===== src/hw/vga_debug_pkg.sv =====
package vga_debug_pkg;

  // raster for 1368x768 active inside a 1800x795 frame
  localparam int pos_w = 11;

  localparam logic [pos_w-1:0] h_active_end = 11'd1367;
  localparam logic [pos_w-1:0] h_sync_start = 11'd1439;
  localparam logic [pos_w-1:0] h_sync_end   = 11'd1583;
  localparam logic [pos_w-1:0] h_line_end   = 11'd1799;

  localparam logic [pos_w-1:0] v_active_end = 11'd767;
  localparam logic [pos_w-1:0] v_sync_start = 11'd768;
  localparam logic [pos_w-1:0] v_sync_end   = 11'd771;
  localparam logic [pos_w-1:0] v_frame_end  = 11'd794;

  // text grid, one row per 16 scan lines
  localparam int glyph_w = 8;
  localparam int glyph_h = 16;
  localparam int row_w   = pos_w - 4;

  localparam logic [row_w-1:0] text_rows   = 7'd46;
  localparam logic [row_w-1:0] reg_rows    = 7'd32;
  localparam logic [pos_w-1:0] text_bottom = 11'd735;

  // pane start columns, each pane is 32 digits of 8 pixels
  localparam logic [pos_w-1:0] pane_x0    = 11'd16;
  localparam logic [pos_w-1:0] pane_x1    = 11'd280;
  localparam logic [pos_w-1:0] pane_x2    = 11'd552;
  localparam logic [pos_w-1:0] pane_x3    = 11'd824;
  localparam logic [pos_w-1:0] pane_x4    = 11'd1088;
  localparam logic [pos_w-1:0] pane_width = 11'd256;

  localparam logic [2:0] pane_instr_even = 3'd0;
  localparam logic [2:0] pane_instr_odd  = 3'd1;
  localparam logic [2:0] pane_reg        = 3'd2;
  localparam logic [2:0] pane_data_even  = 3'd3;
  localparam logic [2:0] pane_data_odd   = 3'd4;

  localparam logic [3:0] bg_r = 4'd5;
  localparam logic [3:0] bg_g = 4'd3;
  localparam logic [3:0] bg_b = 4'd7;
  localparam logic [3:0] fg_r = 4'd15;
  localparam logic [3:0] fg_g = 4'd15;
  localparam logic [3:0] fg_b = 4'd15;

  localparam int mem_words = 92;
  localparam int mem_aw    = 7;  // enough for mem_words

  // bit c lights glyph column c, so the drawing reads mirrored
  localparam logic [glyph_w-1:0] glyph_one [glyph_h] = '{
    8'b0000_0000, 8'b0000_0000, 8'b0001_1000, 8'b0001_1100,
    8'b0001_1010, 8'b0001_1000, 8'b0001_1000, 8'b0001_1000,
    8'b0001_1000, 8'b0001_1000, 8'b0001_1000, 8'b0001_1000,
    8'b0111_1110, 8'b0000_0000, 8'b0000_0000, 8'b0000_0000
  };

  localparam logic [glyph_w-1:0] glyph_zero [glyph_h] = '{
    8'b0000_0000, 8'b0000_0000, 8'b0011_1100, 8'b0110_0110,
    8'b0110_0110, 8'b0110_0110, 8'b0110_0110, 8'b0110_0110,
    8'b0110_0110, 8'b0110_0110, 8'b0110_0110, 8'b0110_0110,
    8'b0011_1100, 8'b0000_0000, 8'b0000_0000, 8'b0000_0000
  };

  // one text row, fields in pane order from the msb down
  typedef struct packed {
    logic [31:0] instr_even;
    logic [31:0] instr_odd;
    logic [31:0] reg_word;
    logic [31:0] data_even;
    logic [31:0] data_odd;
  } row_words_t;

  typedef union packed {
    logic [159:0] flat;
    row_words_t   words;
  } row_word_u;

endpackage


===== src/hw/scan_if.sv =====
`timescale 1ns/100ps

// raster position and sync levels of the current pixel
interface scan_if;
  import vga_debug_pkg::*;

  logic [pos_w-1:0] sx;
  logic [pos_w-1:0] sy;
  logic             de;
  logic             hsync;  // active low
  logic             vsync;  // active low

  modport src (
    output sx,
    output sy,
    output de,
    output hsync,
    output vsync
  );

  modport mon (
    input sx,
    input sy,
    input de,
    input hsync,
    input vsync
  );

endinterface


===== src/hw/scan_timing.sv =====
`timescale 1ns/100ps

module scan_timing (
  input logic clk,
  input logic rst,
  scan_if.src scan
);
  import vga_debug_pkg::*;

  logic [pos_w-1:0] sx;
  logic [pos_w-1:0] sy;
  logic             in_hsync;
  logic             in_vsync;

  // free running raster counters
  always_ff @(posedge clk) begin
    if (rst) begin
      sx <= '0;
      sy <= '0;
    end else if (sx == h_line_end) begin
      sx <= '0;
      sy <= (sy == v_frame_end) ? '0 : sy + 1'b1;  // wrap at end of frame
    end else begin
      sx <= sx + 1'b1;
    end
  end

  assign in_hsync = (sx > h_sync_start) && (sx <= h_sync_end);  // pixels 1440 to 1583
  assign in_vsync = (sy >= v_sync_start) && (sy < v_sync_end);

  assign scan.sx    = sx;
  assign scan.sy    = sy;
  assign scan.de    = (sx <= h_active_end) && (sy <= v_active_end);
  assign scan.hsync = ~in_hsync;  // negative polarity
  assign scan.vsync = ~in_vsync;

  // counters stay inside the frame
  sx_in_line: assert property (
    @(posedge clk) disable iff (rst)
    sx <= h_line_end
  ) else $error("sx beyond end of line: %0d", sx);

  sy_in_frame: assert property (
    @(posedge clk) disable iff (rst)
    sy <= v_frame_end
  ) else $error("sy beyond end of frame: %0d", sy);

endmodule


===== src/flat_wrapper.sv =====
// flat-port wrapper written by rule: the top's interface ports become plain ports
module scan_timing_flat import vga_debug_pkg::*;
  (clk, rst, scan_sx, scan_sy, scan_de, scan_hsync, scan_vsync);
  scan_if scan_i ();
  input logic clk;
  input logic rst;
  output wire logic [$bits(scan_i.sx)-1:0] scan_sx;
  output wire logic [$bits(scan_i.sy)-1:0] scan_sy;
  output wire logic [$bits(scan_i.de)-1:0] scan_de;
  output wire logic [$bits(scan_i.hsync)-1:0] scan_hsync;
  output wire logic [$bits(scan_i.vsync)-1:0] scan_vsync;
  assign scan_sx = scan_i.sx;
  assign scan_sy = scan_i.sy;
  assign scan_de = scan_i.de;
  assign scan_hsync = scan_i.hsync;
  assign scan_vsync = scan_i.vsync;
  scan_timing u_core (.clk(clk), .rst(rst), .scan(scan_i));
endmodule

===== config.mk =====
export PLATFORM = sky130hd
export DESIGN_NAME = scan_timing_flat
export DESIGN_NICKNAME = d
export VERILOG_FILES = /design/src/hw/vga_debug_pkg.sv /design/src/hw/scan_if.sv /design/src/hw/scan_timing.sv /design/src/flat_wrapper.sv
export SDC_FILE = /design/constraint.sdc
export NUM_CORES = 1
export LEC_CHECK = 0
export BUFFER_PORTS_ARGS = -buffer_cell sky130_fd_sc_hd__clkbuf_2
export CAP_MARGIN = 20
export CORE_UTILIZATION = 55
export CTS_BUF_LIST = sky130_fd_sc_hd__clkbuf_8
export DETAILED_ROUTE_END_ITERATION = 7
export PLACE_DENSITY = 0.92
export SLEW_MARGIN = 20
export SYNTH_ARGS = -nofsm -noshare
export SYNTH_HDL_FRONTEND = slang
export SYNTH_SLANG_ARGS = --single-unit

===== constraint.sdc =====
create_clock -name clk -period 2.9 [get_ports clk]
set_clock_uncertainty 0.15 [all_clocks]
set_input_delay 0.29 -clock clk [delete_from_list [all_inputs] [get_ports clk]]
set_output_delay 0.29 -clock clk [all_outputs]
set_load 0.005 [all_outputs]

==> impl_results.md <==
* Hold buffer count at cts at 0
* CP max-delay cell: or4_4
* Levels on crit path at 4
* Status: completed
* CP max stage delay at 0.59 ns
* Leakage at 0.497 nW
* Worst vdd ir at 0.321 mV
* Height of the die at 49.1 µm
* Worst path cell trace: or4_4, or3_1, or4_4, a21oi_2
* Core box area at 2020 µm²
* Clk root buf: clkbuf_8
* Register bit total from synthesis at 22
* Post_cts resized at 0
* Fmax at 428 MHz
* Final hold violation count at 0
* Final net count at 179
* Worst Tran Pin Value at 0.659 ns
* Pin count of the biggest net entering global routing at 13
* Relative slew slack at 55.6%
* FF-to-FF path depth at 4
* # rows at 16
* Vias per Instance at 5.92
* Routed WL at 2.68 mm
* Hold depth at 2
* Synthesis Warnings at 0
* Num CTS Buffers at 3
* Final Setup Violations at 0
* 1st-pass router iterations at 4
* RSZ-0062 raised after global routing: false
* First-pass GRT wire length at 4.60 mm
* Postcts setup bufs at 0
* Initial Util at 60.4%
* Critical Path RT at 2.96 ns
* Worst EP arrival at 2.39 ns
* Most common cell after layout, fill and taps aside: clkbuf_2
* Via count at 1,179
* Post-DRT Antenna Nets at 0
* Min Tclk post-route at 2.34 ns
* Antenna cells at 0
* Worst setup EP type: flip-flop
* Period utilization at 80.5%
* Antenna violations before repair at 0
* Largest delay share family, worst path: simple AND/OR/NAND/NOR gates
* Most frequent cells in the layout: 26 x clkbuf_2, 22 x dfxtp_1, 18 x nor2_1, 14 x nand3_1, 12 x nand2_1
* IO Pins at 27
* Area Overhead vs Synth at 14.2%
* Clock-pin slew on the worst setup and hold paths at 0.08 ns
* Buf/Inv on CP at 0
* Syn_area_per_cell at 8.14 µm²
* Crit start category: flip-flop
* Die W at 49.1 µm
* Die area at 2410 µm²
* Initial DRC count at 32
* Avg WL per Cell at 13.5 µm
* DP Wirelength at 1.98 mm
* GR Overflow Total at 0
* DP Area at 1340 µm²
* # H-tree levels at 1
* Max-slew violations at 0
* Buffers added on ports at 26
* DR DRC count at 0
* Clock Tree Buf Depth at 2
* Post-Syn Instances at 150
* Clock sinks at 22
* Max-cap viol count at 0
* Most numerous cell on the critical path: or4_4
* Vias in the first global route at 1,011
* Final Cell Area at 1400 µm²
* Post-Syn Nets at 156
* Min-Delay Path Class: primary input to flip-flop
* Yosys cell types at 32
* PwrDens at 395 nW/µm²
* Fraction of layout cells with a size suffix above 1 at 20.3%
* Total GRT Usage at 25.0%
* Setup TNS at 0 ns
* CP Class: flip-flop to flip-flop
* Area of the mapped netlist at 1220 µm²
* CTS tree: built
* Seq/Total Area, Yosys at 36.1%
* Clk Latency, worst-skew pair at 0.27 ns
* Crit Path Max Fanout at 9
* GP Congestion at 0.885
-- metal layers --
metal	GRT usage, %	up-vias	wire [µm]
li1	-	586	-
met1	30.7	544	1180
met2	39.0	42	1290
met3	7.48	7	155
met4	13.2	0	59
met5	0	-	0
-- stage by stage --
stage	hold slack, ns	power (mW)	util, %	cells	worst slack (ns)
after floorplan	0.305	0.329	-	150	0.613
after global routing	0.141	0.570	69.0	199	0.477
after global placement	0.304	0.335	66.3	195	0.653
after CTS	0.137	0.557	69.0	199	0.576
after detailed placement	0.318	0.336	66.3	195	0.588
final	0.145	0.550	69.0	199	0.564
-- registers in the layout, indices dropped and copies added, names as in the netlist --
name            flops
u_core.scan.sy     11
u_core.scan.sx     11
-- cell type report --
type	count	area [µm²]
repair buffers	26	130
fillers	178	627
well taps	27	33.8
flip-flops and latches	22	440
multi-input cells	115	717
inverters	5	18.8
clock buffers	4	55.1
-- kinds of logic after synthesis --
logic type | after synthesis | synth area share [%]
AOI/OAI and AO/OA | 22 | 12.0
xor gates and xnor gates | 11 | 7.89
adders and majority gates | 4 | 4.10
buffers and inverters | 13 | 5.23
DFF | 22 | 36.1
muxes | 1 | 0.820
and+or+nand+nor | 77 | 33.9
-- synthesized netlist by cell type --
master	n	area, µm²
dfxtp_1	22	440
nor2_1	18	67.6
nand3_1	14	70.1
nand2_1	12	45.0
a21oi_1	8	40.0
nor3_1	8	40.0
xnor2_1	7	61.3
clkbuf_1	6	22.5
o31ai_1	6	45.0
or4_1	6	45.0
inv_1	5	18.8
ha_1	4	50.1
xor2_1	4	35.0
nand4_1	3	18.8
nor4_1	3	18.8
a31oi_1	2	12.5
and4_1	2	17.5
buf_6	2	22.5
nand3b_1	2	15.0
o21bai_1	2	15.0
or3_1	2	12.5
or4_4	2	22.5
a211oi_1	1	7.51
a21oi_2	1	8.76
and4_2	1	10.0
mux2i_1	1	10.0
nand2b_1	1	6.26
nor3b_1	1	7.51
nor4bb_1	1	10.0
o221a_2	1	11.3
o22ai_1	1	6.26
or2b_1	1	7.51
-- worst paths after layout --
check        slack [ns]                  to              start
max                0.56  u_core.scan.sy[10]  u_core.scan.sx[3]
min                0.14   u_core.scan.sy[1]                rst
max reg2reg        0.56  u_core.scan.sy[10]  u_core.scan.sx[3]
min reg2reg        0.33   u_core.scan.sx[0]  u_core.scan.sx[0]
-- where the power goes --
group | switching [mW] | internal [mW]
clock | 0.100 | 0.121
sequential | 0.00460 | 0.305
combinational | 0.0113 | 0.00747
total | 0.116 | 0.434
Power figures use the tool's default switching activity.
