### config.mk
export PLATFORM = sky130hd
export DESIGN_NAME = pixel_shader_flat
export DESIGN_NICKNAME = d
export VERILOG_FILES = /design/src/hw/vga_debug_pkg.sv /design/src/hw/scan_if.sv /design/src/hw/pane_if.sv /design/src/hw/pixel_shader.sv /design/src/flat_wrapper.sv
export SDC_FILE = /design/constraint.sdc
export NUM_CORES = 1
export LEC_CHECK = 0
export ABC_AREA = 1
export BUFFER_PORTS_ARGS = -buffer_cell sky130_fd_sc_hd__buf_2
export CAP_MARGIN = 20
export CORE_AREA = 8 8 110 112
export DETAILED_ROUTE_END_ITERATION = 12
export DIE_AREA = 0 0 118 120
export PLACE_DENSITY_LB_ADDON = 0.05
export REMOVE_ABC_BUFFERS = 1
export SLEW_MARGIN = 40
export SYNTH_ARGS = -nofsm -noshare
export SYNTH_HDL_FRONTEND = slang
export SYNTH_SLANG_ARGS = --single-unit
### constraint.sdc
create_clock -name clk -period 2.72 [get_ports clk]
set_clock_uncertainty 0.1 [all_clocks]
set_input_delay 0 -clock clk [delete_from_list [all_inputs] [get_ports clk]]
set_output_delay 0 -clock clk [all_outputs]
set_load 0.005 [all_outputs]
### src/hw/vga_debug_pkg.sv
package vga_debug_pkg;

  // raster for 1368x768 active inside a 1800x795 frame
  localparam int pos_w = 11;

  localparam logic [pos_w-1:0] h_active_end = 11'd1367;
  localparam logic [pos_w-1:0] h_sync_start = 11'd1439;
  localparam logic [pos_w-1:0] h_sync_end   = 11'd1583;
  localparam logic [pos_w-1:0] h_line_end   = 11'd1799;

  localparam logic [pos_w-1:0] v_active_end = 11'd767;
  localparam logic [pos_w-1:0] v_sync_start = 11'd768;
  localparam logic [pos_w-1:0] v_sync_end   = 11'd771;
  localparam logic [pos_w-1:0] v_frame_end  = 11'd794;

  // text grid, one row per 16 scan lines
  localparam int glyph_w = 8;
  localparam int glyph_h = 16;
  localparam int row_w   = pos_w - 4;

  localparam logic [row_w-1:0] text_rows   = 7'd46;
  localparam logic [row_w-1:0] reg_rows    = 7'd32;
  localparam logic [pos_w-1:0] text_bottom = 11'd735;

  // pane start columns, each pane is 32 digits of 8 pixels
  localparam logic [pos_w-1:0] pane_x0    = 11'd16;
  localparam logic [pos_w-1:0] pane_x1    = 11'd280;
  localparam logic [pos_w-1:0] pane_x2    = 11'd552;
  localparam logic [pos_w-1:0] pane_x3    = 11'd824;
  localparam logic [pos_w-1:0] pane_x4    = 11'd1088;
  localparam logic [pos_w-1:0] pane_width = 11'd256;

  localparam logic [2:0] pane_instr_even = 3'd0;
  localparam logic [2:0] pane_instr_odd  = 3'd1;
  localparam logic [2:0] pane_reg        = 3'd2;
  localparam logic [2:0] pane_data_even  = 3'd3;
  localparam logic [2:0] pane_data_odd   = 3'd4;

  localparam logic [3:0] bg_r = 4'd5;
  localparam logic [3:0] bg_g = 4'd3;
  localparam logic [3:0] bg_b = 4'd7;
  localparam logic [3:0] fg_r = 4'd15;
  localparam logic [3:0] fg_g = 4'd15;
  localparam logic [3:0] fg_b = 4'd15;

  localparam int mem_words = 92;
  localparam int mem_aw    = 7;  // enough for mem_words

  // bit c lights glyph column c, so the drawing reads mirrored
  localparam logic [glyph_w-1:0] glyph_one [glyph_h] = '{
    8'b0000_0000, 8'b0000_0000, 8'b0001_1000, 8'b0001_1100,
    8'b0001_1010, 8'b0001_1000, 8'b0001_1000, 8'b0001_1000,
    8'b0001_1000, 8'b0001_1000, 8'b0001_1000, 8'b0001_1000,
    8'b0111_1110, 8'b0000_0000, 8'b0000_0000, 8'b0000_0000
  };

  localparam logic [glyph_w-1:0] glyph_zero [glyph_h] = '{
    8'b0000_0000, 8'b0000_0000, 8'b0011_1100, 8'b0110_0110,
    8'b0110_0110, 8'b0110_0110, 8'b0110_0110, 8'b0110_0110,
    8'b0110_0110, 8'b0110_0110, 8'b0110_0110, 8'b0110_0110,
    8'b0011_1100, 8'b0000_0000, 8'b0000_0000, 8'b0000_0000
  };

  // one text row, fields in pane order from the msb down
  typedef struct packed {
    logic [31:0] instr_even;
    logic [31:0] instr_odd;
    logic [31:0] reg_word;
    logic [31:0] data_even;
    logic [31:0] data_odd;
  } row_words_t;

  typedef union packed {
    logic [159:0] flat;
    row_words_t   words;
  } row_word_u;

endpackage

### src/hw/scan_if.sv
`timescale 1ns/100ps

// raster position and sync levels of the current pixel
interface scan_if;
  import vga_debug_pkg::*;

  logic [pos_w-1:0] sx;
  logic [pos_w-1:0] sy;
  logic             de;
  logic             hsync;  // active low
  logic             vsync;  // active low

  modport src (
    output sx,
    output sy,
    output de,
    output hsync,
    output vsync
  );

  modport mon (
    input sx,
    input sy,
    input de,
    input hsync,
    input vsync
  );

endinterface

### src/hw/pane_if.sv
`timescale 1ns/100ps

// what the decoder found under the current pixel
interface pane_if;

  logic [2:0] pane;       // pane code
  logic [4:0] bit_sel;    // digit bit, 31 is leftmost
  logic [3:0] glyph_row;
  logic [2:0] glyph_col;
  logic       bg;         // no digit here

  modport src (
    output pane,
    output bit_sel,
    output glyph_row,
    output glyph_col,
    output bg
  );

  modport dst (
    input pane,
    input bit_sel,
    input glyph_row,
    input glyph_col,
    input bg
  );

endinterface

### src/hw/pixel_shader.sv
`timescale 1ns/100ps

module pixel_shader (
  input  logic                            clk,
  input  logic                            rst,
  scan_if.mon                             scan,
  pane_if.dst                             pane,
  input  vga_debug_pkg::row_word_u        row,
  output logic [3:0]                      vga_r,
  output logic [3:0]                      vga_g,
  output logic [3:0]                      vga_b,
  output logic                            vga_hsync,
  output logic                            vga_vsync,
  output logic [vga_debug_pkg::pos_w-1:0] cap_sx,
  output logic [vga_debug_pkg::pos_w-1:0] cap_sy,
  output logic                            cap_de
);
  import vga_debug_pkg::*;

  // stage 1, lined up with the row coming out of snoop_ram
  logic [pos_w-1:0]   sx1;
  logic [pos_w-1:0]   sy1;
  logic               de1, hs1, vs1, bg1;
  logic [2:0]         pane1;
  logic [4:0]         bit1;
  logic [3:0]         grow1;
  logic [2:0]         gcol1;

  logic [31:0]        word;
  logic               digit;
  logic [glyph_w-1:0] glyph_line;
  logic               lit;

  always_ff @(posedge clk) begin
    if (rst) begin
      sx1 <= '0;
      sy1 <= '0;
      de1 <= 1'b0;
      hs1 <= 1'b1;
      vs1 <= 1'b1;
      bg1 <= 1'b1;
      pane1 <= '0;
      bit1  <= '0;
      grow1 <= '0;
      gcol1 <= '0;
    end else begin
      sx1 <= scan.sx;
      sy1 <= scan.sy;
      de1 <= scan.de;
      hs1 <= scan.hsync;
      vs1 <= scan.vsync;
      bg1 <= pane.bg;
      pane1 <= pane.pane;
      bit1  <= pane.bit_sel;
      grow1 <= pane.glyph_row;
      gcol1 <= pane.glyph_col;
    end
  end

  always_comb begin
    case (pane1)
      pane_instr_even: word = row.words.instr_even;
      pane_instr_odd:  word = row.words.instr_odd;
      pane_reg:        word = row.words.reg_word;
      pane_data_even:  word = row.words.data_even;
      pane_data_odd:   word = row.words.data_odd;
      default:         word = '0;
    endcase
  end

  assign digit      = word[bit1];
  assign glyph_line = digit ? glyph_one[grow1] : glyph_zero[grow1];
  assign lit        = !bg1 && glyph_line[gcol1];

  // stage 2 output registers
  always_ff @(posedge clk) begin
    if (rst) begin
      {vga_r, vga_g, vga_b} <= {bg_r, bg_g, bg_b};
      vga_hsync <= 1'b1;
      vga_vsync <= 1'b1;
      cap_sx <= '0;
      cap_sy <= '0;
      cap_de <= 1'b0;
    end else begin
      {vga_r, vga_g, vga_b} <= lit ? {fg_r, fg_g, fg_b} : {bg_r, bg_g, bg_b};
      vga_hsync <= hs1;
      vga_vsync <= vs1;
      cap_sx <= sx1;
      cap_sy <= sy1;
      cap_de <= de1;
    end
  end

  // blanking from the counters must reach the colour two clocks later
  blank_is_bg: assert property (
    @(posedge clk) disable iff (rst)
    !cap_de |-> ({vga_r, vga_g, vga_b} == {bg_r, bg_g, bg_b})
  ) else $error("colour not background while de low");

  row_known: assert property (
    @(posedge clk) disable iff (rst)
    !$isunknown(row.flat)
  ) else $error("shadow row has X bits");

endmodule

### src/flat_wrapper.sv
// flat-port wrapper written by rule: the top's interface ports become plain ports
module pixel_shader_flat import vga_debug_pkg::*;
  (clk, rst, row, vga_r, vga_g, vga_b, vga_hsync, vga_vsync, cap_sx, cap_sy, cap_de, scan_sx, scan_sy, scan_de, scan_hsync, scan_vsync, pane_pane, pane_bit_sel, pane_glyph_row, pane_glyph_col, pane_bg);
  scan_if scan_i ();
  pane_if pane_i ();
  input  logic clk;
  input  logic rst;
  input  vga_debug_pkg::row_word_u row;
  output logic [3:0] vga_r;
  output logic [3:0] vga_g;
  output logic [3:0] vga_b;
  output logic vga_hsync;
  output logic vga_vsync;
  output logic [vga_debug_pkg::pos_w-1:0] cap_sx;
  output logic [vga_debug_pkg::pos_w-1:0] cap_sy;
  output logic cap_de;
  input wire logic [$bits(scan_i.sx)-1:0] scan_sx;
  input wire logic [$bits(scan_i.sy)-1:0] scan_sy;
  input wire logic [$bits(scan_i.de)-1:0] scan_de;
  input wire logic [$bits(scan_i.hsync)-1:0] scan_hsync;
  input wire logic [$bits(scan_i.vsync)-1:0] scan_vsync;
  input wire logic [$bits(pane_i.pane)-1:0] pane_pane;
  input wire logic [$bits(pane_i.bit_sel)-1:0] pane_bit_sel;
  input wire logic [$bits(pane_i.glyph_row)-1:0] pane_glyph_row;
  input wire logic [$bits(pane_i.glyph_col)-1:0] pane_glyph_col;
  input wire logic [$bits(pane_i.bg)-1:0] pane_bg;
  assign scan_i.sx = scan_sx;
  assign scan_i.sy = scan_sy;
  assign scan_i.de = scan_de;
  assign scan_i.hsync = scan_hsync;
  assign scan_i.vsync = scan_vsync;
  assign pane_i.pane = pane_pane;
  assign pane_i.bit_sel = pane_bit_sel;
  assign pane_i.glyph_row = pane_glyph_row;
  assign pane_i.glyph_col = pane_glyph_col;
  assign pane_i.bg = pane_bg;
  pixel_shader u_core (.clk(clk), .rst(rst), .scan(scan_i), .pane(pane_i), .row(row), .vga_r(vga_r), .vga_g(vga_g), .vga_b(vga_b), .vga_hsync(vga_hsync), .vga_vsync(vga_vsync), .cap_sx(cap_sx), .cap_sy(cap_sy), .cap_de(cap_de));
endmodule
==> run_results.csv, run 1 <==
group,metric,value,unit
global_routing,grt_max_degree,42,
final_layout,area_delta_synth_final,47.1,%
sta,setup_viol,0,
global_routing,grt_overflow_total,0,
final_layout,fin_nets,1135,
clock_network,clkLatencyLatePin,0.34,ns
drt,wl_met3,1.29,mm
setup_path,worstPathMaxFanout,27,
setup_path,path_common_cell,"nand2_1",
drt,ant_nets,0,
setup_path,crit_path_top_delay_cell,"dfxtp_4",
drt,vias,5028,
clock_network,clkSinkCount,67,
final_layout,nFillCells,1100,
clock_network,cts_tree,"yes",
setup_path,required,2.85,ns
run_status,status,"completed",
place,gpl.final_weighted_congestion,0.861,
drt,finalWirelength,15.5,mm
sta,relSlewSlack,54.8,%
place,port_buffers,232,
place,pre_cts_ws,0.138,ns
sta,min_period,2.43,ns
final_layout,final_layout_size_suffix_gt1_share,30.3,%
place,post_dp_cell_area,5230,um^2
sta,max_freq,412,MHz
final_layout,regArea,1350,um^2
synthesis,syn-cell-area,4000,um^2
setup_path,worst-setup-path-type,"flip-flop to flip-flop",
sta,rsz0062_at_grt,"false",
final_layout,layout_common_cells,"232 x buf_2, 158 x nand2_1, 119 x inv_1",
synthesis,yosysUniqueCellTypes,26,
clock_network,numCtsBuffers,9,
floorplan,rows,38,
clock_network,cts_setup_buffers,0,
sta,worst_pin_slew,0.678,ns
final_layout,layout_commonest_cell,"buf_2",
setup_path,cp_top_family,"simple AND/OR/NAND/NOR gates",
run,cap_violations,0,
sta,maxSlewViolCount,0,
floorplan,coreArea,10500,um^2
pwr,peakVddDrop,0.000480,V
floorplan,fp.dieH,120,um
synthesis,ys_ff_latch,67,
setup_path,end_kind,"flip-flop",
setup_path,arrival,2.56,ns
place,hpwl,11.9,mm
drt,post_drt_wl_per_cell,14.3,um
min_path,hold_class,"input port to flip-flop",
sta,fin_crit_sh,89.3,%
sta,fin_ws,0.290,ns
synthesis,avgSynthCellArea,5.95,um^2
global_routing,grt_use_total,21.2,%
final_layout,final_util,56.0,%
clock_network,clk_pin_slew,0.07,ns
drt,route.layer.met1.wl,5.78,mm
final_layout,multi_input_area,1960,um^2
global_routing,first_global_vias,5118,
final_layout,final_area,5890,um^2
clock_network,cts_max_path_buffers,2,
clock_network,cts-htree-levels,3,
floorplan,die_w,118,um
synthesis,yosysWarnings,0,
setup_path,critPathMaxStageDelay,0.43,ns
floorplan,initial_core_util,38.1,%
floorplan,die-area,14200,um^2
drt,maxUsedRoutingLayer,"met4",
setup_path,start_kind,"flip-flop",
drt,via_per_inst,4.66,
pwr,power.density,424,nW/um^2
setup_path,cp.buffers_inverters,2,
synthesis,seq_area_frac_synth,33.5,%
drt,met2_wirelength,7.97,mm
drt,drt-initial-drc-count,288,
setup_path,crit_chain,"inv_2 > buf_4 > nand3_1 > nand2_1 > nor2_1 > nand2_1 > nand3_1 > nand3_1 > nand3_1 > nand3_2 > nand2_1 > nand2_1 > nand2_1 > nand2_1 > nand2_1 > nor2_1 > nor2_1 > nor2_1",
drt,post-route-drc-count,0,
drt,first_pass_iters,7,
floorplan,pin_count,240,
sta,finalHoldViolations,0,
pwr,leakage,3.46,nW
global_routing,grt_pass1_wl,24.5,mm
clock_network,root_buffer,"clkbuf_8",
synthesis,syn_inst,672,
global_routing,antenna_found_initial,2,
==> cells in the mapped netlist <==
cell	number	area share [%]
nand4_1	26	4.1
nor2_1	103	9.7
nand3_2	3	0.75
conb_1	1	0.094
buf_4	19	3.6
buf_2	14	1.8
o31ai_1	1	0.19
inv_2	4	0.38
clkbuf_1	11	1.0
and2_1	1	0.16
a21oi_1	9	1.1
nor2_2	1	0.16
nor3_4	1	0.41
nand3b_1	2	0.38
nand2_1	158	15
o21ai_1	10	1.3
clkinv_1	1	0.094
nand2_2	1	0.16
buf_1	2	0.19
nand3_1	97	12
dfxtp_1	67	34
buf_6	1	0.28
inv_1	119	11
or2_2	5	0.78
o21ai_0	14	1.8
o22ai_1	1	0.16
==> power by group <==
part / internal (mW) / switching (mW)
logic: 0.289 / 0.323
registers: 1.03 / 0.0254
clock network: 0.472 / 0.355
==> area by class of cell <==
cell class	count	area share, %
Multi-Input combinational cell	440	33.3
Timing Repair Buffer	290	29.3
Sequential cell	67	22.9
Inverter	124	7.97
Tap cell	140	2.98
Clock buffer	12	2.64
Clock inverter	4	0.829
Antenna cell	2	0.0850
==> worst paths after layout <==
path	cells past startpoint	slack, ns	start	endpoint
max	18	0.29	u_core.pane1[2]	u_core.vga_r[1]
min	2	0.08	rst	u_core.cap_sy[4]
max reg2reg	18	0.29	u_core.pane1[2]	u_core.vga_r[1]
min reg2reg	2	0.30	u_core.sy1[6]	u_core.cap_sy[6]
==> sequential cells by signal (all words and copies together), names as in the netlist <==
| register | count |
|---|---|
| u_core.cap_sx | 11 |
| u_core.cap_sy | 11 |
| u_core.sx1 | 11 |
| u_core.sy1 | 11 |
| u_core.bit1 | 5 |
| u_core.grow1 | 4 |
| u_core.gcol1 | 3 |
| u_core.pane1 | 3 |
| u_core.bg1 | 1 |
| u_core.cap_de | 1 |
| u_core.de1 | 1 |
| u_core.hs1 | 1 |
| u_core.vga_hsync | 1 |
| u_core.vga_r | 1 |
| u_core.vga_vsync | 1 |
| u_core.vs1 | 1 |
==> cells by family (layout without fill, tap and decap cells) <==
| logic type | Yosys count | count (layout) | synth area share [%] |
|---|---|---|---|
| flops | 67 | 67 | 33.5 |
| compound gates | 35 | 35 | 4.47 |
| simple gates | 398 | 398 | 43.5 |
| other cells | 1 | 9 | 0.0937 |
| buf+inv | 171 | 430 | 18.4 |
==> per-layer routing <==
metal  up-vias  global-route usage, %
met5         -                      0
met4         0                   8.89
met3        33                   5.78
met2       230                   39.8
met1      2206                   21.7
li1       2559                      -
==> through the flow <==
stage | hold WS, ns | cells | TNS (ns) | power, mW
final | 0.0809 | 1079 | 0 | 2.49
after global routing | 0.123 | 1079 | 0 | 2.65
after CTS | 0.0908 | 1077 | 0 | 2.51
after detailed placement | 0.0866 | 1020 | 0 | 1.63
after global placement | 0.0841 | 1020 | 0 | 1.62
after floorplan | -0.0288 | 631 | -0.249 | 1.34
==> what timing repair did <==
item,CTS,global route
resized for setup,0,13
hold buffers,41,0
setup endpoints to repair,0,1
hold endpoints to repair,41,0
(Power assumes the default switching activity.)
==> inputs of run 2 (changes only) <==
--- a/config.mk
+++ b/config.mk
@@ -5,14 +5,12 @@
 export SDC_FILE = /design/constraint.sdc
 export NUM_CORES = 1
 export LEC_CHECK = 0
-export ABC_AREA = 1
 export BUFFER_PORTS_ARGS = -buffer_cell sky130_fd_sc_hd__buf_2
 export CAP_MARGIN = 20
-export CORE_AREA = 8 8 110 112
+export CORE_AREA = 8 8 108 110
 export DETAILED_ROUTE_END_ITERATION = 12
-export DIE_AREA = 0 0 118 120
+export DIE_AREA = 0 0 116 118
 export PLACE_DENSITY_LB_ADDON = 0.05
-export REMOVE_ABC_BUFFERS = 1
 export SLEW_MARGIN = 40
 export SYNTH_ARGS = -nofsm -noshare
 export SYNTH_HDL_FRONTEND = slang
==> run 2 against run 1 <==
The run now ends with setup timing left; non-clock buffer count increased by 40; final cell count decreased by 19%; combinational power increased by 18%; via count decreased by 11%; clock-buffer cell count decreased by 2; maximum frequency decreased by 13%; hold slack improved by 0.20 ns; register-to-register slack got worse by 0.37 ns; synthesized area decreased by 2.8%; critical path type unchanged; critical endpoint unchanged.
==> run_results.csv, run 2 <==
group,metric,value,unit
pwr,power.density,423,nW/um^2
drt,post_drt_wl_per_cell,18.5,um
synthesis,yosysWarnings,0,
final_layout,area_delta_synth_final,63.4,%
drt,ant_nets,0,
synthesis,ys_ff_latch,67,
place,gpl.final_weighted_congestion,0.889,
sta,min_period,2.80,ns
global_routing,grt_use_total,23.1,%
setup_path,reg2reg_depth,12,
setup_path,required,2.83,ns
setup_path,worstPathMaxFanout,8,
clock_network,cts-htree-levels,3,
final_layout,final_util,63.5,%
sta,rsz0062_at_grt,"true",
drt,post-route-drc-count,0,
synthesis,seq_area_frac_synth,34.5,%
sta,setup_viol,1,
floorplan,coreArea,10000,um^2
final_layout,final_layout_size_suffix_gt1_share,48.6,%
synthesis,synthTopCellsByArea,"dfxtp_1 35%, nor2b_1 11%, mux2i_1 5.9%",
sta,finalHoldViolations,0,
place,port_buffers,232,
sta,maxSlewViolCount,0,
synthesis,synth_area_leader_cell,"dfxtp_1",
drt,drt-initial-drc-count,158,
synthesis,async_reset_ff_share,0,%
clock_network,clk_pin_slew,0.07,ns
clock_network,root_buffer,"clkbuf_8",
drt,via_per_inst,5.08,
place,hpwl,12.5,mm
setup_path,worst-setup-path-type,"flip-flop to flip-flop",
synthesis,ys.flop_type,"dfxtp_1",
run_status,violations,"setup timing",
run_status,status,"complete, but fails checks",
setup_path,arrival,2.91,ns
min_path,hold_depth,3,
global_routing,grt_max_degree,64,
synthesis,avgSynthCellArea,8.98,um^2
place,pre_cts_ws,-0.220,ns
sta,fin_crit_sh,103,%
clock_network,numCtsBuffers,9,
synthesis,yosysUniqueCellTypes,70,
floorplan,initial_core_util,38.9,%
synthesis,syn_inst,433,
synthesis,netlist.area_leader.share,34.5,%
final_layout,fin_nets,938,
global_routing,antenna_found_initial,0,
sta,fin_ws,-0.0800,ns
synthesis,syn-cell-area,3890,um^2
synthesis,synth_edf_count,0,
min_path,hold_class,"input port to flip-flop",
floorplan,fp.dieH,118,um
floorplan,rows,37,
pwr,leakage,2.86,nW
floorplan,pin_count,240,
global_routing,first_global_vias,4895,
drt,vias,4451,
sta,relSlewSlack,62.4,%
setup_path,start_kind,"flip-flop",
pwr,peakVddDrop,0.000607,V
sta,fin_setup_tns,-0.0800,ns
drt,finalWirelength,16.2,mm
global_routing,grt_overflow_total,0,
drt,first_pass_iters,4,
final_layout,layout_commonest_cell,"buf_2",
clock_network,clkSinkCount,67,
sta,max_freq,357,MHz
clock_network,clkLatencyLatePin,0.33,ns
synthesis,synth_commonest_cells,"67 x dfxtp_1, 67 x nor2b_1, 24 x a21oi_1",
final_layout,layout_common_cells,"232 x buf_2, 64 x nor2b_1, 64 x dfxtp_1",
floorplan,die-area,13700,um^2
clock_network,cts_max_path_buffers,2,
global_routing,grt_pass1_wl,25.2,mm
sta,worst_pin_slew,0.565,ns
clock_network,cts_tree,"yes",
run,cap_violations,0,
setup_path,end_kind,"flip-flop",
floorplan,die_w,116,um
==> run 2: per-stage QoR <==
| stage | power [mW] | hold WS, ns | instances | cell area [um^2] |
|---|---|---|---|---|
| 2_1_floorplan | 1.38 | 0.00381 | 439 | 3910 |
| 3_3_place_gp | 1.67 | 0.0833 | 806 | 5340 |
| 3_5_place_dp | 1.67 | 0.0890 | 806 | 5340 |
| 4_1_cts | 2.69 | 0.269 | 876 | 6320 |
| 5_1_grt | 2.82 | 0.288 | 876 | 6350 |
| 6_report | 2.69 | 0.286 | 877 | 6350 |
==> run 2: cell families (layout without fill, tap and decap cells) <==
kind of cell | count (synthesis) | after routing | share of synthesized area, %
DFF | 67 | 67 | 34.5
other | 1 | 8 | 0.0965
and+or+nand+nor | 150 | 150 | 23.4
muxes | 36 | 36 | 10.1
buffers and inverters | 53 | 354 | 8.69
AOI/OAI and AO/OA | 126 | 126 | 23.3
==> run 2: worst max-delay path: stages, from the launching register on <==
cell      delay (ns)
dfxtp_4         0.39
buf_12          0.14
nor2b_4         0.15
buf_6           0.12
a22oi_1         0.08
mux2_2          0.27
o211ai_1        0.25
o311ai_4        0.16
and3_4          0.22
a211o_1         0.26
a221o_1         0.29
a31oi_1         0.16
o31ai_1         0.09
==> run 2: timing repair <==
item	in CTS	in global routing
hold endpoints to repair	42	0
gates resized for setup	53	7
pin swaps	27	6
setup buffers	8	0
endpoints found under the setup margin	1	1
gates cloned	1	0
hold buffers	45	0
==> run 2: path summary, 6_finish.rpt <==
path | start | to | slack, ns
worst max-delay path | u_core.pane1[1] | u_core.vga_r[1] | -0.08
worst max register to register | u_core.pane1[1] | u_core.vga_r[1] | -0.08
worst min register to register | u_core.vs1 | u_core.vga_vsync | 0.32
worst min-delay path | scan_hsync | u_core.hs1 | 0.29
==> run 2: layer usage <==
layer / share of wire [%] / vias up / GRT usage [%] / routed length, um
met4: 3.5 / 0 / 10.9 / 566
li1: - / 2181 / - / -
met5: 0 / - / 0 / 0
met1: 38 / 2047 / 24.8 / 6130
met2: 50 / 189 / 40.2 / 8050
met3: 9.0 / 34 / 6.77 / 1450
==> run 2: area by class of cell <==
cell class	count	area [um^2]
fillers	882	3650
clock buffers	10	138
repair buffers	330	2150
flip-flops and latches	67	1350
inverters	8	30.0
well taps	136	170
multi-input cells	319	2420
diodes	1	2.50
clock inverters	6	88.8
==> run 2: report_power, final <==
part	leakage, nW	switching (mW)	total (mW)	internal, mW
combinational	2.20	0.318	0.721	0.403
clock	0.108	0.371	0.912	0.541
sequential	0.557	0.0291	1.06	1.03
total	2.86	0.718	2.69	1.97
