`src/hw/vga_debug_pkg.sv`:
```
package vga_debug_pkg;

  // raster for 1368x768 active inside a 1800x795 frame
  localparam int pos_w = 11;

  localparam logic [pos_w-1:0] h_active_end = 11'd1367;
  localparam logic [pos_w-1:0] h_sync_start = 11'd1439;
  localparam logic [pos_w-1:0] h_sync_end   = 11'd1583;
  localparam logic [pos_w-1:0] h_line_end   = 11'd1799;

  localparam logic [pos_w-1:0] v_active_end = 11'd767;
  localparam logic [pos_w-1:0] v_sync_start = 11'd768;
  localparam logic [pos_w-1:0] v_sync_end   = 11'd771;
  localparam logic [pos_w-1:0] v_frame_end  = 11'd794;

  // text grid, one row per 16 scan lines
  localparam int glyph_w = 8;
  localparam int glyph_h = 16;
  localparam int row_w   = pos_w - 4;

  localparam logic [row_w-1:0] text_rows   = 7'd46;
  localparam logic [row_w-1:0] reg_rows    = 7'd32;
  localparam logic [pos_w-1:0] text_bottom = 11'd735;

  // pane start columns, each pane is 32 digits of 8 pixels
  localparam logic [pos_w-1:0] pane_x0    = 11'd16;
  localparam logic [pos_w-1:0] pane_x1    = 11'd280;
  localparam logic [pos_w-1:0] pane_x2    = 11'd552;
  localparam logic [pos_w-1:0] pane_x3    = 11'd824;
  localparam logic [pos_w-1:0] pane_x4    = 11'd1088;
  localparam logic [pos_w-1:0] pane_width = 11'd256;

  localparam logic [2:0] pane_instr_even = 3'd0;
  localparam logic [2:0] pane_instr_odd  = 3'd1;
  localparam logic [2:0] pane_reg        = 3'd2;
  localparam logic [2:0] pane_data_even  = 3'd3;
  localparam logic [2:0] pane_data_odd   = 3'd4;

  localparam logic [3:0] bg_r = 4'd5;
  localparam logic [3:0] bg_g = 4'd3;
  localparam logic [3:0] bg_b = 4'd7;
  localparam logic [3:0] fg_r = 4'd15;
  localparam logic [3:0] fg_g = 4'd15;
  localparam logic [3:0] fg_b = 4'd15;

  localparam int mem_words = 92;
  localparam int mem_aw    = 7;  // enough for mem_words

  // bit c lights glyph column c, so the drawing reads mirrored
  localparam logic [glyph_w-1:0] glyph_one [glyph_h] = '{
    8'b0000_0000, 8'b0000_0000, 8'b0001_1000, 8'b0001_1100,
    8'b0001_1010, 8'b0001_1000, 8'b0001_1000, 8'b0001_1000,
    8'b0001_1000, 8'b0001_1000, 8'b0001_1000, 8'b0001_1000,
    8'b0111_1110, 8'b0000_0000, 8'b0000_0000, 8'b0000_0000
  };

  localparam logic [glyph_w-1:0] glyph_zero [glyph_h] = '{
    8'b0000_0000, 8'b0000_0000, 8'b0011_1100, 8'b0110_0110,
    8'b0110_0110, 8'b0110_0110, 8'b0110_0110, 8'b0110_0110,
    8'b0110_0110, 8'b0110_0110, 8'b0110_0110, 8'b0110_0110,
    8'b0011_1100, 8'b0000_0000, 8'b0000_0000, 8'b0000_0000
  };

  // one text row, fields in pane order from the msb down
  typedef struct packed {
    logic [31:0] instr_even;
    logic [31:0] instr_odd;
    logic [31:0] reg_word;
    logic [31:0] data_even;
    logic [31:0] data_odd;
  } row_words_t;

  typedef union packed {
    logic [159:0] flat;
    row_words_t   words;
  } row_word_u;

endpackage

```
`src/hw/scan_if.sv`:
```
`timescale 1ns/100ps

// raster position and sync levels of the current pixel
interface scan_if;
  import vga_debug_pkg::*;

  logic [pos_w-1:0] sx;
  logic [pos_w-1:0] sy;
  logic             de;
  logic             hsync;  // active low
  logic             vsync;  // active low

  modport src (
    output sx,
    output sy,
    output de,
    output hsync,
    output vsync
  );

  modport mon (
    input sx,
    input sy,
    input de,
    input hsync,
    input vsync
  );

endinterface

```
`src/hw/pane_if.sv`:
```
`timescale 1ns/100ps

// what the decoder found under the current pixel
interface pane_if;

  logic [2:0] pane;       // pane code
  logic [4:0] bit_sel;    // digit bit, 31 is leftmost
  logic [3:0] glyph_row;
  logic [2:0] glyph_col;
  logic       bg;         // no digit here

  modport src (
    output pane,
    output bit_sel,
    output glyph_row,
    output glyph_col,
    output bg
  );

  modport dst (
    input pane,
    input bit_sel,
    input glyph_row,
    input glyph_col,
    input bg
  );

endinterface

```
`src/hw/pane_decoder.sv`:
```
`timescale 1ns/100ps

module pane_decoder (
  scan_if.mon scan,
  pane_if.src pane
);
  import vga_debug_pkg::*;

  logic [2:0]       pane_sel;
  logic [pos_w-1:0] dx;        // offset into the selected pane
  logic             in_pane;
  logic [row_w-1:0] text_row;
  logic             reg_blank;

  function automatic logic hit(input logic [pos_w-1:0] x, input logic [pos_w-1:0] x0);
    return (x >= x0) && (x < x0 + pane_width);
  endfunction

  always_comb begin
    pane_sel = pane_instr_even;
    dx       = '0;
    in_pane  = 1'b1;
    if (hit(scan.sx, pane_x0)) begin
      pane_sel = pane_instr_even;
      dx       = scan.sx - pane_x0;
    end else if (hit(scan.sx, pane_x1)) begin
      pane_sel = pane_instr_odd;
      dx       = scan.sx - pane_x1;
    end else if (hit(scan.sx, pane_x2)) begin
      pane_sel = pane_reg;
      dx       = scan.sx - pane_x2;
    end else if (hit(scan.sx, pane_x3)) begin
      pane_sel = pane_data_even;
      dx       = scan.sx - pane_x3;
    end else if (hit(scan.sx, pane_x4)) begin
      pane_sel = pane_data_odd;
      dx       = scan.sx - pane_x4;
    end else begin
      in_pane = 1'b0;  // margin or gap
    end
  end

  assign text_row  = scan.sy[pos_w-1:4];
  assign reg_blank = (pane_sel == pane_reg) && (text_row >= reg_rows);

  assign pane.pane      = pane_sel;
  assign pane.bit_sel   = 5'd31 - dx[7:3];  // msb drawn first
  assign pane.glyph_row = scan.sy[3:0];
  assign pane.glyph_col = scan.sx[2:0];     // panes start on 8 pixel columns

  assign pane.bg = !scan.de || (scan.sy > text_bottom) || !in_pane || reg_blank;

endmodule

```
`src/flat_wrapper.sv`:
```
// flat-port wrapper written by rule: the top's interface ports become plain ports
module pane_decoder_flat import vga_debug_pkg::*;
  (scan_sx, scan_sy, scan_de, scan_hsync, scan_vsync, pane_pane, pane_bit_sel, pane_glyph_row, pane_glyph_col, pane_bg);
  scan_if scan_i ();
  pane_if pane_i ();
  input wire logic [$bits(scan_i.sx)-1:0] scan_sx;
  input wire logic [$bits(scan_i.sy)-1:0] scan_sy;
  input wire logic [$bits(scan_i.de)-1:0] scan_de;
  input wire logic [$bits(scan_i.hsync)-1:0] scan_hsync;
  input wire logic [$bits(scan_i.vsync)-1:0] scan_vsync;
  output wire logic [$bits(pane_i.pane)-1:0] pane_pane;
  output wire logic [$bits(pane_i.bit_sel)-1:0] pane_bit_sel;
  output wire logic [$bits(pane_i.glyph_row)-1:0] pane_glyph_row;
  output wire logic [$bits(pane_i.glyph_col)-1:0] pane_glyph_col;
  output wire logic [$bits(pane_i.bg)-1:0] pane_bg;
  assign scan_i.sx = scan_sx;
  assign scan_i.sy = scan_sy;
  assign scan_i.de = scan_de;
  assign scan_i.hsync = scan_hsync;
  assign scan_i.vsync = scan_vsync;
  assign pane_pane = pane_i.pane;
  assign pane_bit_sel = pane_i.bit_sel;
  assign pane_glyph_row = pane_i.glyph_row;
  assign pane_glyph_col = pane_i.glyph_col;
  assign pane_bg = pane_i.bg;
  pane_decoder u_core (.scan(scan_i), .pane(pane_i));
endmodule
```
`config.mk`:
```
export PLATFORM = sky130hd
export DESIGN_NAME = pane_decoder_flat
export DESIGN_NICKNAME = d
export VERILOG_FILES = /design/src/hw/vga_debug_pkg.sv /design/src/hw/scan_if.sv /design/src/hw/pane_if.sv /design/src/hw/pane_decoder.sv /design/src/flat_wrapper.sv
export SDC_FILE = /design/constraint.sdc
export NUM_CORES = 1
export LEC_CHECK = 0
export BUFFER_PORTS_ARGS = -buffer_cell sky130_fd_sc_hd__buf_2
export CORE_MARGIN = 2
export CORE_UTILIZATION = 53
export DETAILED_ROUTE_END_ITERATION = 8
export GPL_TIMING_DRIVEN = 0
export PLACE_DENSITY = 0.95
export SYNTH_ARGS = -nofsm -noshare
export SYNTH_HDL_FRONTEND = slang
export SYNTH_SLANG_ARGS = --single-unit
```
`constraint.sdc`:
```
create_clock -name vclk -period 10.4
set_input_delay 3.12 -clock vclk [all_inputs]
set_output_delay 3.12 -clock vclk [all_outputs]
set_load 0.05 [all_outputs]
```
==> flow_metrics.py, run 1 <==
metrics = {
    "clock_network": {
        "cts_setup_buffers": 0,
        "cts_resized": 0,
        "holdBufCountCts": 0,
    },
    "synth": {
        "synth_area_sq_um": 895.9,
        "synth_area_leader_cell": "ha_1",
        "yosysTopAreaCellShare_pct": 12.57,
        "syn_inst": 117,
        "yosys_warnings": 0,
        "yosysMostFrequentCell": "nand2_1",
        "netlist-cell-type-count": 51,
        "syn-num-nets": 151,
        "syn_area_per_cell_sq_um": 7.657,
        "ys_seq_area_share_pct": 0,
        "synth_area_leaders": "ha_1 (13%), buf_4 (6.7%), a21oi_1 (4.5%), nand2_1 (4.2%), nor3b_1 (3.4%)",
        "synth_common_cells": "nand2_1 (10), ha_1 (9), a21oi_1 (8), buf_4 (8), inv_1 (6)",
    },
    "layout": {
        "drive_gt1_share_pct": 40.67,
        "final_nets": 186,
        "syn_to_final_growth_pct": 20.67,
        "clock_buffers": 0,
        "instances_no_fill": 166,
        "seq_area_sq_um": 0,
        "design.seq.count": 0,
        "antenna_cells": 0,
    },
    "pwr": {
        "swShare_pct": 66.57,
        "p_sw_w": 0.00004240,
        "power_frac_seq_pct": 0,
        "combPwrFrac_pct": 100.0,
        "p_int_w": 0.00002129,
        "p_leak_nw": 0.5168,
        "peakVddDrop_uv": 32.48,
        "p_clk_share_pct": 0,
        "p_per_area_mw_per_mm2": 58.92,
    },
    "timing": {
        "setup_viol": 0,
        "period_minus_slack_ps": 8372,
        "rsz0062_at_grt": "no",
        "min_period_over_period_pct": 80.50,
        "tightest_slew_ps": 501.1,
        "fmax_mhz": 119.4,
        "slew_headroom_pct": 66.24,
        "finalHoldViolations": 0,
        "maxSlewViolCount": 0,
        "finalSetupTns_ps": 0,
    },
    "place": {
        "io_buffers": 33,
        "place.gp.congestion": 1.008,
        "dpl.hpwl_mm": 2.019,
        "dp.cells": 166,
    },
    "global_routing": {
        "antenna_found_initial": 0,
        "grt_pass1_wl_mm": 3.877,
        "gr-usage-all-layers_pct": 24.86,
        "grt_overflow": 0,
        "grt_max_degree": 11,
        "grt_pass1_vias": 921,
    },
    "floorplanning": {
        "initial_core_util_pct": 58.12,
        "dieWidth_microns": 45.12,
        "fp-row-count": 14,
        "fp.dieH_microns": 45.12,
        "core_area_sq_mm": 0.001541,
        "pin_count": 41,
        "die-area_sq_mm": 0.002035,
    },
    "job": {
        "cap_violations": 0,
    },
    "setup_path": {
        "worst-setup-path-type": "primary input to output pin",
        "crit_path_start_kind": "primary input",
        "cp_slowest_cell": "a211o_1",
        "cp-end-kind": "output pin",
        "cp.required_ps": 7280,
        "critPathMaxFanout": 9,
        "crit_top_cell": "buf_2",
        "slowest_delay_ps": 370,
        "worstPathArrival_ps": 5250,
        "path_cells": "buf_2 -> ha_1 -> a211o_1 -> mux2_4 -> and3_1 -> o311a_2 -> o22a_1 -> buf_2",
    },
    "routing": {
        "firstDrtPassIters": 4,
        "routed_wl_mm": 2.502,
        "wl_per_cell_microns": 15.07,
        "dr.first_iter.drc_count": 34,
        "vias_per_cell": 6.307,
        "drc": 0,
        "ant_nets": 0,
        "num_vias": 1047,
    },
    "run_status": {
        "status": "complete, no violations",
    },
    "worst_hold_path": {
        "holdPathStages": 2,
        "hp-class": "primary input to output pin",
        "hp-start": "scan_sy[2]",
        "holdPathEnd": "pane_glyph_row[2]",
    },
}
## layer usage
metal	up-vias	GRT usage, %	wire length [microns]	part of all wire [%]
met2	46	43.71	1231	49
met1	489	32.61	1063	42
met3	2	1.600	191	7.6
met5	-	0	0	0
li1	510	-	-	-
met4	0	6.471	16	0.64
## critical path: cells and delay by family
family          cells  cell delay, ps
compound gates      3             940
buf+inv             2             380
mux                 1             350
fa+ha+maj           1             270
simple gates        1             190
## layout make-up
type | instances | area [sq um]
Multi-Input combinational cell | 98 | 769.5
Buffer | 13 | 103.9
Fill cell | 139 | 460.4
Inverter | 6 | 22.52
Tap cell | 16 | 20.02
Timing Repair Buffer | 33 | 165.2
## metrics by stage
stage	util, %	worst slack [ps]	hold WS [ps]	total power, W	area [sq um]
floorplan	-	1263	6407	0.00004793	895.9
global placement	70.13	2057	6542	0.00006198	1081
detailed placement	70.13	2046	6543	0.00006306	1081
CTS	70.13	2043	6542	0.00006327	1081
global route	70.13	1937	6545	0.00006781	1081
finish	70.13	2028	6541	0.00006370	1081
## worst max-delay path by stage
stage / slack [ps] / from / endpoint
global route: 1940 / scan_sx[4] / pane_bit_sel[4]
detailed placement: 2050 / scan_sx[4] / pane_bit_sel[3]
finish: 2030 / scan_sx[4] / pane_bit_sel[3]
floorplan: 1260 / scan_sx[3] / pane_bit_sel[0]
CTS: 2040 / scan_sx[4] / pane_bit_sel[3]
global placement: 2060 / scan_sx[4] / pane_bit_sel[3]
## power by group through the flow
stage          logic [W]  clock network [W]  registers (W)
5_1_grt        0.0000678                  0              0
3_5_place_dp   0.0000631                  0              0
3_3_place_gp   0.0000620                  0              0
4_1_cts        0.0000633                  0              0
2_1_floorplan  0.0000479                  0              0
6_report       0.0000637                  0              0
## cells in the final DEF (no fill, tap or decap), types with 4 or more instances in the layout
cell type   n
buf_2      33
a21oi_1     8
buf_4       8
inv_1       6
ha_1        9
nand2_1    10
nand3_1     5
nor3b_1     4
## cell families (layout without fill, tap and decap cells)
logic type,count (synthesis),count (layout),share of synthesized area [%]
fa+ha+maj,9,9,12.57
mux,4,4,5.167
buf+inv,19,52,14.10
compound gates,40,40,37.29
xor+xnor,3,3,2.933
simple gates,42,42,27.93
Note: power is estimated with default switching activity, not from simulation.
==> run 2: changes to the inputs <==
- ABC_AREA: not set -> 1
- CORE_UTILIZATION: 53 -> 45
- PLACE_DENSITY: 0.95 -> 0.87
- clock period: 10.4 -> 7.25 ns (I/O delays scaled with it)
==> run 2 against run 1 <==
Effect of this change:
- non-clock buffer count down 3
- area after synthesis down 4.9%
- global-route usage down 3.6 points
- combinational power up 55%
- count of clock-buffer cells in the layout unchanged
- design area down 2.5%
- core utilization down 9.8 points
==> flow_metrics.py, run 2 <==
metrics = {
    "run_status": {
        "status": "complete, no violations",
    },
    "place": {
        "place.gp.congestion": 0.8975,
        "io_buffers": 34,
        "dpl.hpwl_mm": 2.072,
    },
    "setup_path": {
        "crit_top_cell": "buf_2",
        "worst-setup-path-type": "primary input to output pin",
        "path_cells": "buf_2 -> inv_1 -> ha_1 -> o21ai_0 -> a21oi_2 -> nand2_2 -> nand2_1 -> nor2_1 -> o21ai_1 -> o31ai_1 -> buf_2",
        "cp_slowest_cell": "o21ai_0",
        "cp-end-kind": "output pin",
        "critPathBufInv": 3,
        "slowest_delay_ps": 360,
        "crit_path_start_kind": "primary input",
        "critPathMaxFanout": 8,
        "cp.required_ps": 5080,
        "cpLargestDelayFamily": "buffers and inverters",
        "worstPathArrival_ps": 4030,
        "cp_num_cells": 11,
    },
    "layout": {
        "drive_gt1_share_pct": 36.02,
        "design.seq.count": 0,
        "most-common-layout-cells": "nand2_1 (39), buf_2 (34), nor2_1 (13)",
        "final_nets": 222,
        "seq_area_sq_um": 0,
        "final_common_cell": "nand2_1",
        "antenna_cells": 0,
        "nFillCells": 191,
        "clock_buffers": 0,
        "syn_to_final_growth_pct": 23.64,
    },
    "global_routing": {
        "grt_overflow": 0,
        "grt_max_degree": 10,
        "grt_pass1_wl_mm": 3.608,
        "grt_pass1_vias": 901,
        "gr-usage-all-layers_pct": 21.23,
        "antenna_found_initial": 0,
    },
    "routing": {
        "wl_per_cell_microns": 11.68,
        "ant_nets": 0,
        "drc": 0,
        "firstDrtPassIters": 4,
        "routed_wl_mm": 2.464,
        "num_vias": 1111,
        "dr.first_iter.drc_count": 50,
        "vias_per_cell": 5.265,
    },
    "pwr": {
        "peakVddDrop_uv": 69.82,
        "power_frac_seq_pct": 0,
        "swShare_pct": 71.00,
        "p_per_area_mw_per_mm2": 93.60,
        "combPwrFrac_pct": 100.0,
        "p_sw_w": 0.00007001,
        "p_int_w": 0.00002859,
        "p_clk_share_pct": 0,
        "p_leak_nw": 0.5777,
    },
    "job": {
        "cap_violations": 0,
    },
    "timing": {
        "finalSetupTns_ps": 0,
        "tightest_slew_ps": 392.8,
        "maxSlewViolCount": 0,
        "hold_ws_ps": 4652,
        "setup_viol": 0,
        "finalHoldViolations": 0,
        "slew_headroom_pct": 73.54,
        "rsz0062_at_grt": "no",
        "fmax_mhz": 161.2,
        "period_minus_slack_ps": 6205,
        "min_period_over_period_pct": 85.58,
    },
    "synth": {
        "netlist-cell-type-count": 25,
        "syn_inst": 152,
        "syn-num-nets": 186,
        "synth_simple_gate_area_share_pct": 42.14,
        "synth_common_cells": "nand2_1 (39), nor2_1 (13), o21ai_1 (11), inv_1 (10)",
        "syn_area_per_cell_sq_um": 5.606,
        "synthMuxAreaShare_pct": 0,
        "yosysTopAreaCellShare_pct": 17.18,
        "synth_top_family_by_area": "simple AND/OR/NAND/NOR gates",
        "synth-xor-area-share_pct": 7.195,
        "synth-compound-area-share_pct": 20.12,
        "ys_seq_area_share_pct": 0,
        "yosys_warnings": 0,
        "yosysMostFrequentCell": "nand2_1",
        "synth_fa_ha_area_share_pct": 13.22,
        "synth_area_leaders": "nand2_1 (17%), ha_1 (13%), xor2_1 (7.2%), buf_4 (7.0%), o21ai_1 (6.5%)",
        "synth_area_sq_um": 852.1,
        "synth_area_leader_cell": "nand2_1",
    },
    "floorplanning": {
        "core_area_sq_mm": 0.001745,
        "dieWidth_microns": 47.52,
        "fp.dieH_microns": 47.52,
        "initial_core_util_pct": 48.82,
        "die-area_sq_mm": 0.002258,
        "fp-row-count": 15,
        "pin_count": 41,
    },
    "worst_hold_path": {
        "hp-class": "primary input to output pin",
        "holdPathStages": 2,
    },
    "clock_network": {
        "holdBufCountCts": 0,
        "cts_setup_buffers": 0,
        "cts_resized": 0,
    },
}
## run 2: cells by family (layout without fill, tap and decap cells)
kind of cell,Yosys count,after routing
xor gates and xnor gates,7,7
adders and majority gates,9,9
AOI/OAI and AO/OA,29,29
and+or+nand+nor,79,79
buffers and inverters,28,62
## run 2: worst paths after layout
check	slack, ps	startpoint	endpoint
setup / recovery	1050	scan_sx[4]	pane_bit_sel[0]
hold / removal	4650	scan_sy[1]	pane_glyph_row[1]
## run 2: power by group through the flow
stage               Combinational, W  Sequential (W)  Clock, W
floorplan                  0.0000735               0         0
global placement           0.0000954               0         0
global route                0.000106               0         0
detailed placement         0.0000977               0         0
CTS                        0.0000981               0         0
finish                     0.0000986               0         0
## run 2: cell type report
class	instances	area (sq um)	area share [%]
Tap cell	25	31.28	2.969
Inverter	19	76.32	7.245
Timing Repair Buffer	34	170.2	16.15
Multi-Input combinational cell	124	704.4	66.86
Buffer	9	71.32	6.770
## run 2: through the flow
step | instance area [sq um] | utilization (%) | total power [W] | cells | setup WS [ps]
after floorplan | 852.1 | - | 0.00007352 | 152 | 730.5
after CTS | 1054 | 60.36 | 0.00009806 | 211 | 1092
after detailed placement | 1054 | 60.36 | 0.00009775 | 211 | 1094
final | 1054 | 60.36 | 0.00009861 | 211 | 1045
after global placement | 1054 | 60.36 | 0.00009541 | 211 | 1137
after global routing | 1054 | 60.36 | 0.0001056 | 211 | 941.1
## run 2: layer usage
layer,up-vias,global-route usage (%),wire [microns]
met5,-,0,0
met4,0,1.667,8
met3,2,0.3774,162
met2,48,39.46,1284
met1,500,28.22,1009
li1,561,-,-
==> run 3: changes to the inputs <==
- ABC_AREA: 1 -> not set
- PLACE_DENSITY: 0.87 -> 0.86
==> run 3 against run 2 <==
Effect of this change:
- worst hold slack got worse by 1.1 ps
- count of clock-buffer cells in the layout is the same
- cell count decreased by 16%
- wire length rose by 0.12%
- critical endpoint is now pane_bit_sel[3]
- largest cell class unchanged
==> flow_metrics.py, run 3 (synthesized netlist as in run 1, its figures left out) <==
metrics = {
    "floorplanning": {
        "die-area_sq_mm": 0.002364,
        "fp.dieH_microns": 48.62,
        "dieWidth_microns": 48.62,
        "initial_core_util_pct": 46.61,
        "core_area_sq_mm": 0.001922,
        "pin_count": 41,
        "fp-row-count": 16,
    },
    "timing": {
        "slew_headroom_pct": 66.60,
        "min_period_over_period_pct": 89.56,
        "finalSetupTns_ps": 0,
        "period_minus_slack_ps": 6493,
        "finalHoldViolations": 0,
        "tightest_slew_ps": 495.7,
        "rsz0062_at_grt": "no",
        "fmax_mhz": 154.0,
        "setup_viol": 0,
        "maxSlewViolCount": 0,
    },
    "layout": {
        "instances_no_fill": 177,
        "final_nets": 186,
        "multi_input_area_sq_um": 769.5,
        "final_common_cell": "buf_2",
        "clock_buffers": 0,
        "seq_area_sq_um": 0,
        "antenna_cells": 0,
        "nFillCells": 197,
        "drive_gt1_share_pct": 40.67,
        "most-common-layout-cells": "buf_2 (33), nand2_1 (10), ha_1 (9)",
        "syn_to_final_growth_pct": 22.21,
        "design.seq.count": 0,
    },
    "routing": {
        "ant_nets": 0,
        "firstDrtPassIters": 4,
        "dr.first_iter.drc_count": 27,
        "drc": 0,
        "vias_per_cell": 6.079,
        "wl_per_cell_microns": 13.94,
        "routed_wl_mm": 2.467,
        "num_vias": 1076,
    },
    "setup_path": {
        "worst-setup-path-type": "primary input to output pin",
        "cp_slowest_cell": "a211o_1",
        "cp.required_ps": 5080,
        "critPathBufInv": 2,
        "critPathMaxFanout": 9,
        "worstPathArrival_ps": 4320,
        "slowest_delay_ps": 380,
        "crit_top_cell": "buf_2",
        "cp-end-kind": "output pin",
        "path_cells": "buf_2 -> ha_1 -> a211o_1 -> mux2_4 -> and3_1 -> o311a_2 -> o22a_1 -> buf_2",
        "cpLargestDelayFamily": "compound AO/OA/AOI/OAI gates",
        "crit_path_start_kind": "primary input",
    },
    "clock_network": {
        "cts_resized": 0,
        "holdBufCountCts": 0,
        "cts_setup_buffers": 0,
    },
    "worst_hold_path": {
        "hp-class": "primary input to output pin",
    },
    "pwr": {
        "peakVddDrop_uv": 62.50,
        "p_leak_nw": 0.5168,
        "power_w": 0.00009138,
        "p_per_area_mw_per_mm2": 83.47,
    },
    "place": {
        "dp.cells": 177,
        "dpl.hpwl_mm": 1.981,
        "place.gp.congestion": 0.9321,
        "io_buffers": 33,
    },
    "global_routing": {
        "grt_pass1_wl_mm": 4.160,
        "grt_overflow": 0,
        "gr-usage-all-layers_pct": 20.78,
        "antenna_found_initial": 0,
        "grt_pass1_vias": 994,
        "grt_max_degree": 11,
    },
    "run_status": {
        "status": "complete, no violations",
    },
    "job": {
        "cap_violations": 0,
    },
}
-- run 3: changes by cell type in the layout (fill, tap and decap cells not counted), sizes merged, moves of 3 or more --
cell / before / now
nor2: 19 / 4
nand2: 43 / 10
o21ai: 15 / 4
nor3b: 0 / 4
o2111ai: 0 / 3
inv: 19 / 6
xor2: 7 / 2
nand3: 9 / 5
a31oi: 0 / 3
-- run 3: worst paths after layout --
path | startpoint | endpoint | slack (ps) | cells after the start
worst max-delay path | scan_sx[4] | pane_bit_sel[3] | 760 | 8
worst min-delay path | scan_sy[3] | pane_glyph_row[3] | 4650 | 2
-- run 3: layout make-up --
cell class | instances | area share (%)
Buffer | 13 | 9.486
Inverter | 6 | 2.057
Multi-Input combinational cell | 98 | 70.29
Tap cell | 27 | 3.086
Timing Repair Buffer | 33 | 15.09
-- run 3: metrics by stage --
step / instance area [sq um] / util, % / setup slack, ps / hold slack, ps
final: 1095 / 56.97 / 756.6 / 4651
after global routing: 1095 / 56.97 / 688.2 / 4654
after CTS: 1095 / 56.97 / 786.3 / 4652
after detailed placement: 1095 / 56.97 / 794.6 / 4652
after global placement: 1095 / 56.97 / 819.2 / 4652
after floorplan: 895.9 / - / 2.909 / 4517
-- run 3: routing by layer --
metal | vias to the layer above | global-route usage (%) | routed length [microns]
met5 | - | 0 | 0
met4 | 0 | 5.714 | 21
met1 | 505 | 26.74 | 997
met3 | 4 | 0.9259 | 160
li1 | 509 | - | -
met2 | 58 | 37.44 | 1288
-- run 3: report_power, final --
| part | leakage (nW) | internal (W) | switching (W) | total, W |
|---|---|---|---|---|
| clock network | 0 | 0 | 0 | 0 |
| logic | 0.517 | 0.0000306 | 0.0000608 | 0.0000914 |
| registers | 0 | 0 | 0 | 0 |
| total | 0.517 | 0.0000306 | 0.0000608 | 0.0000914 |
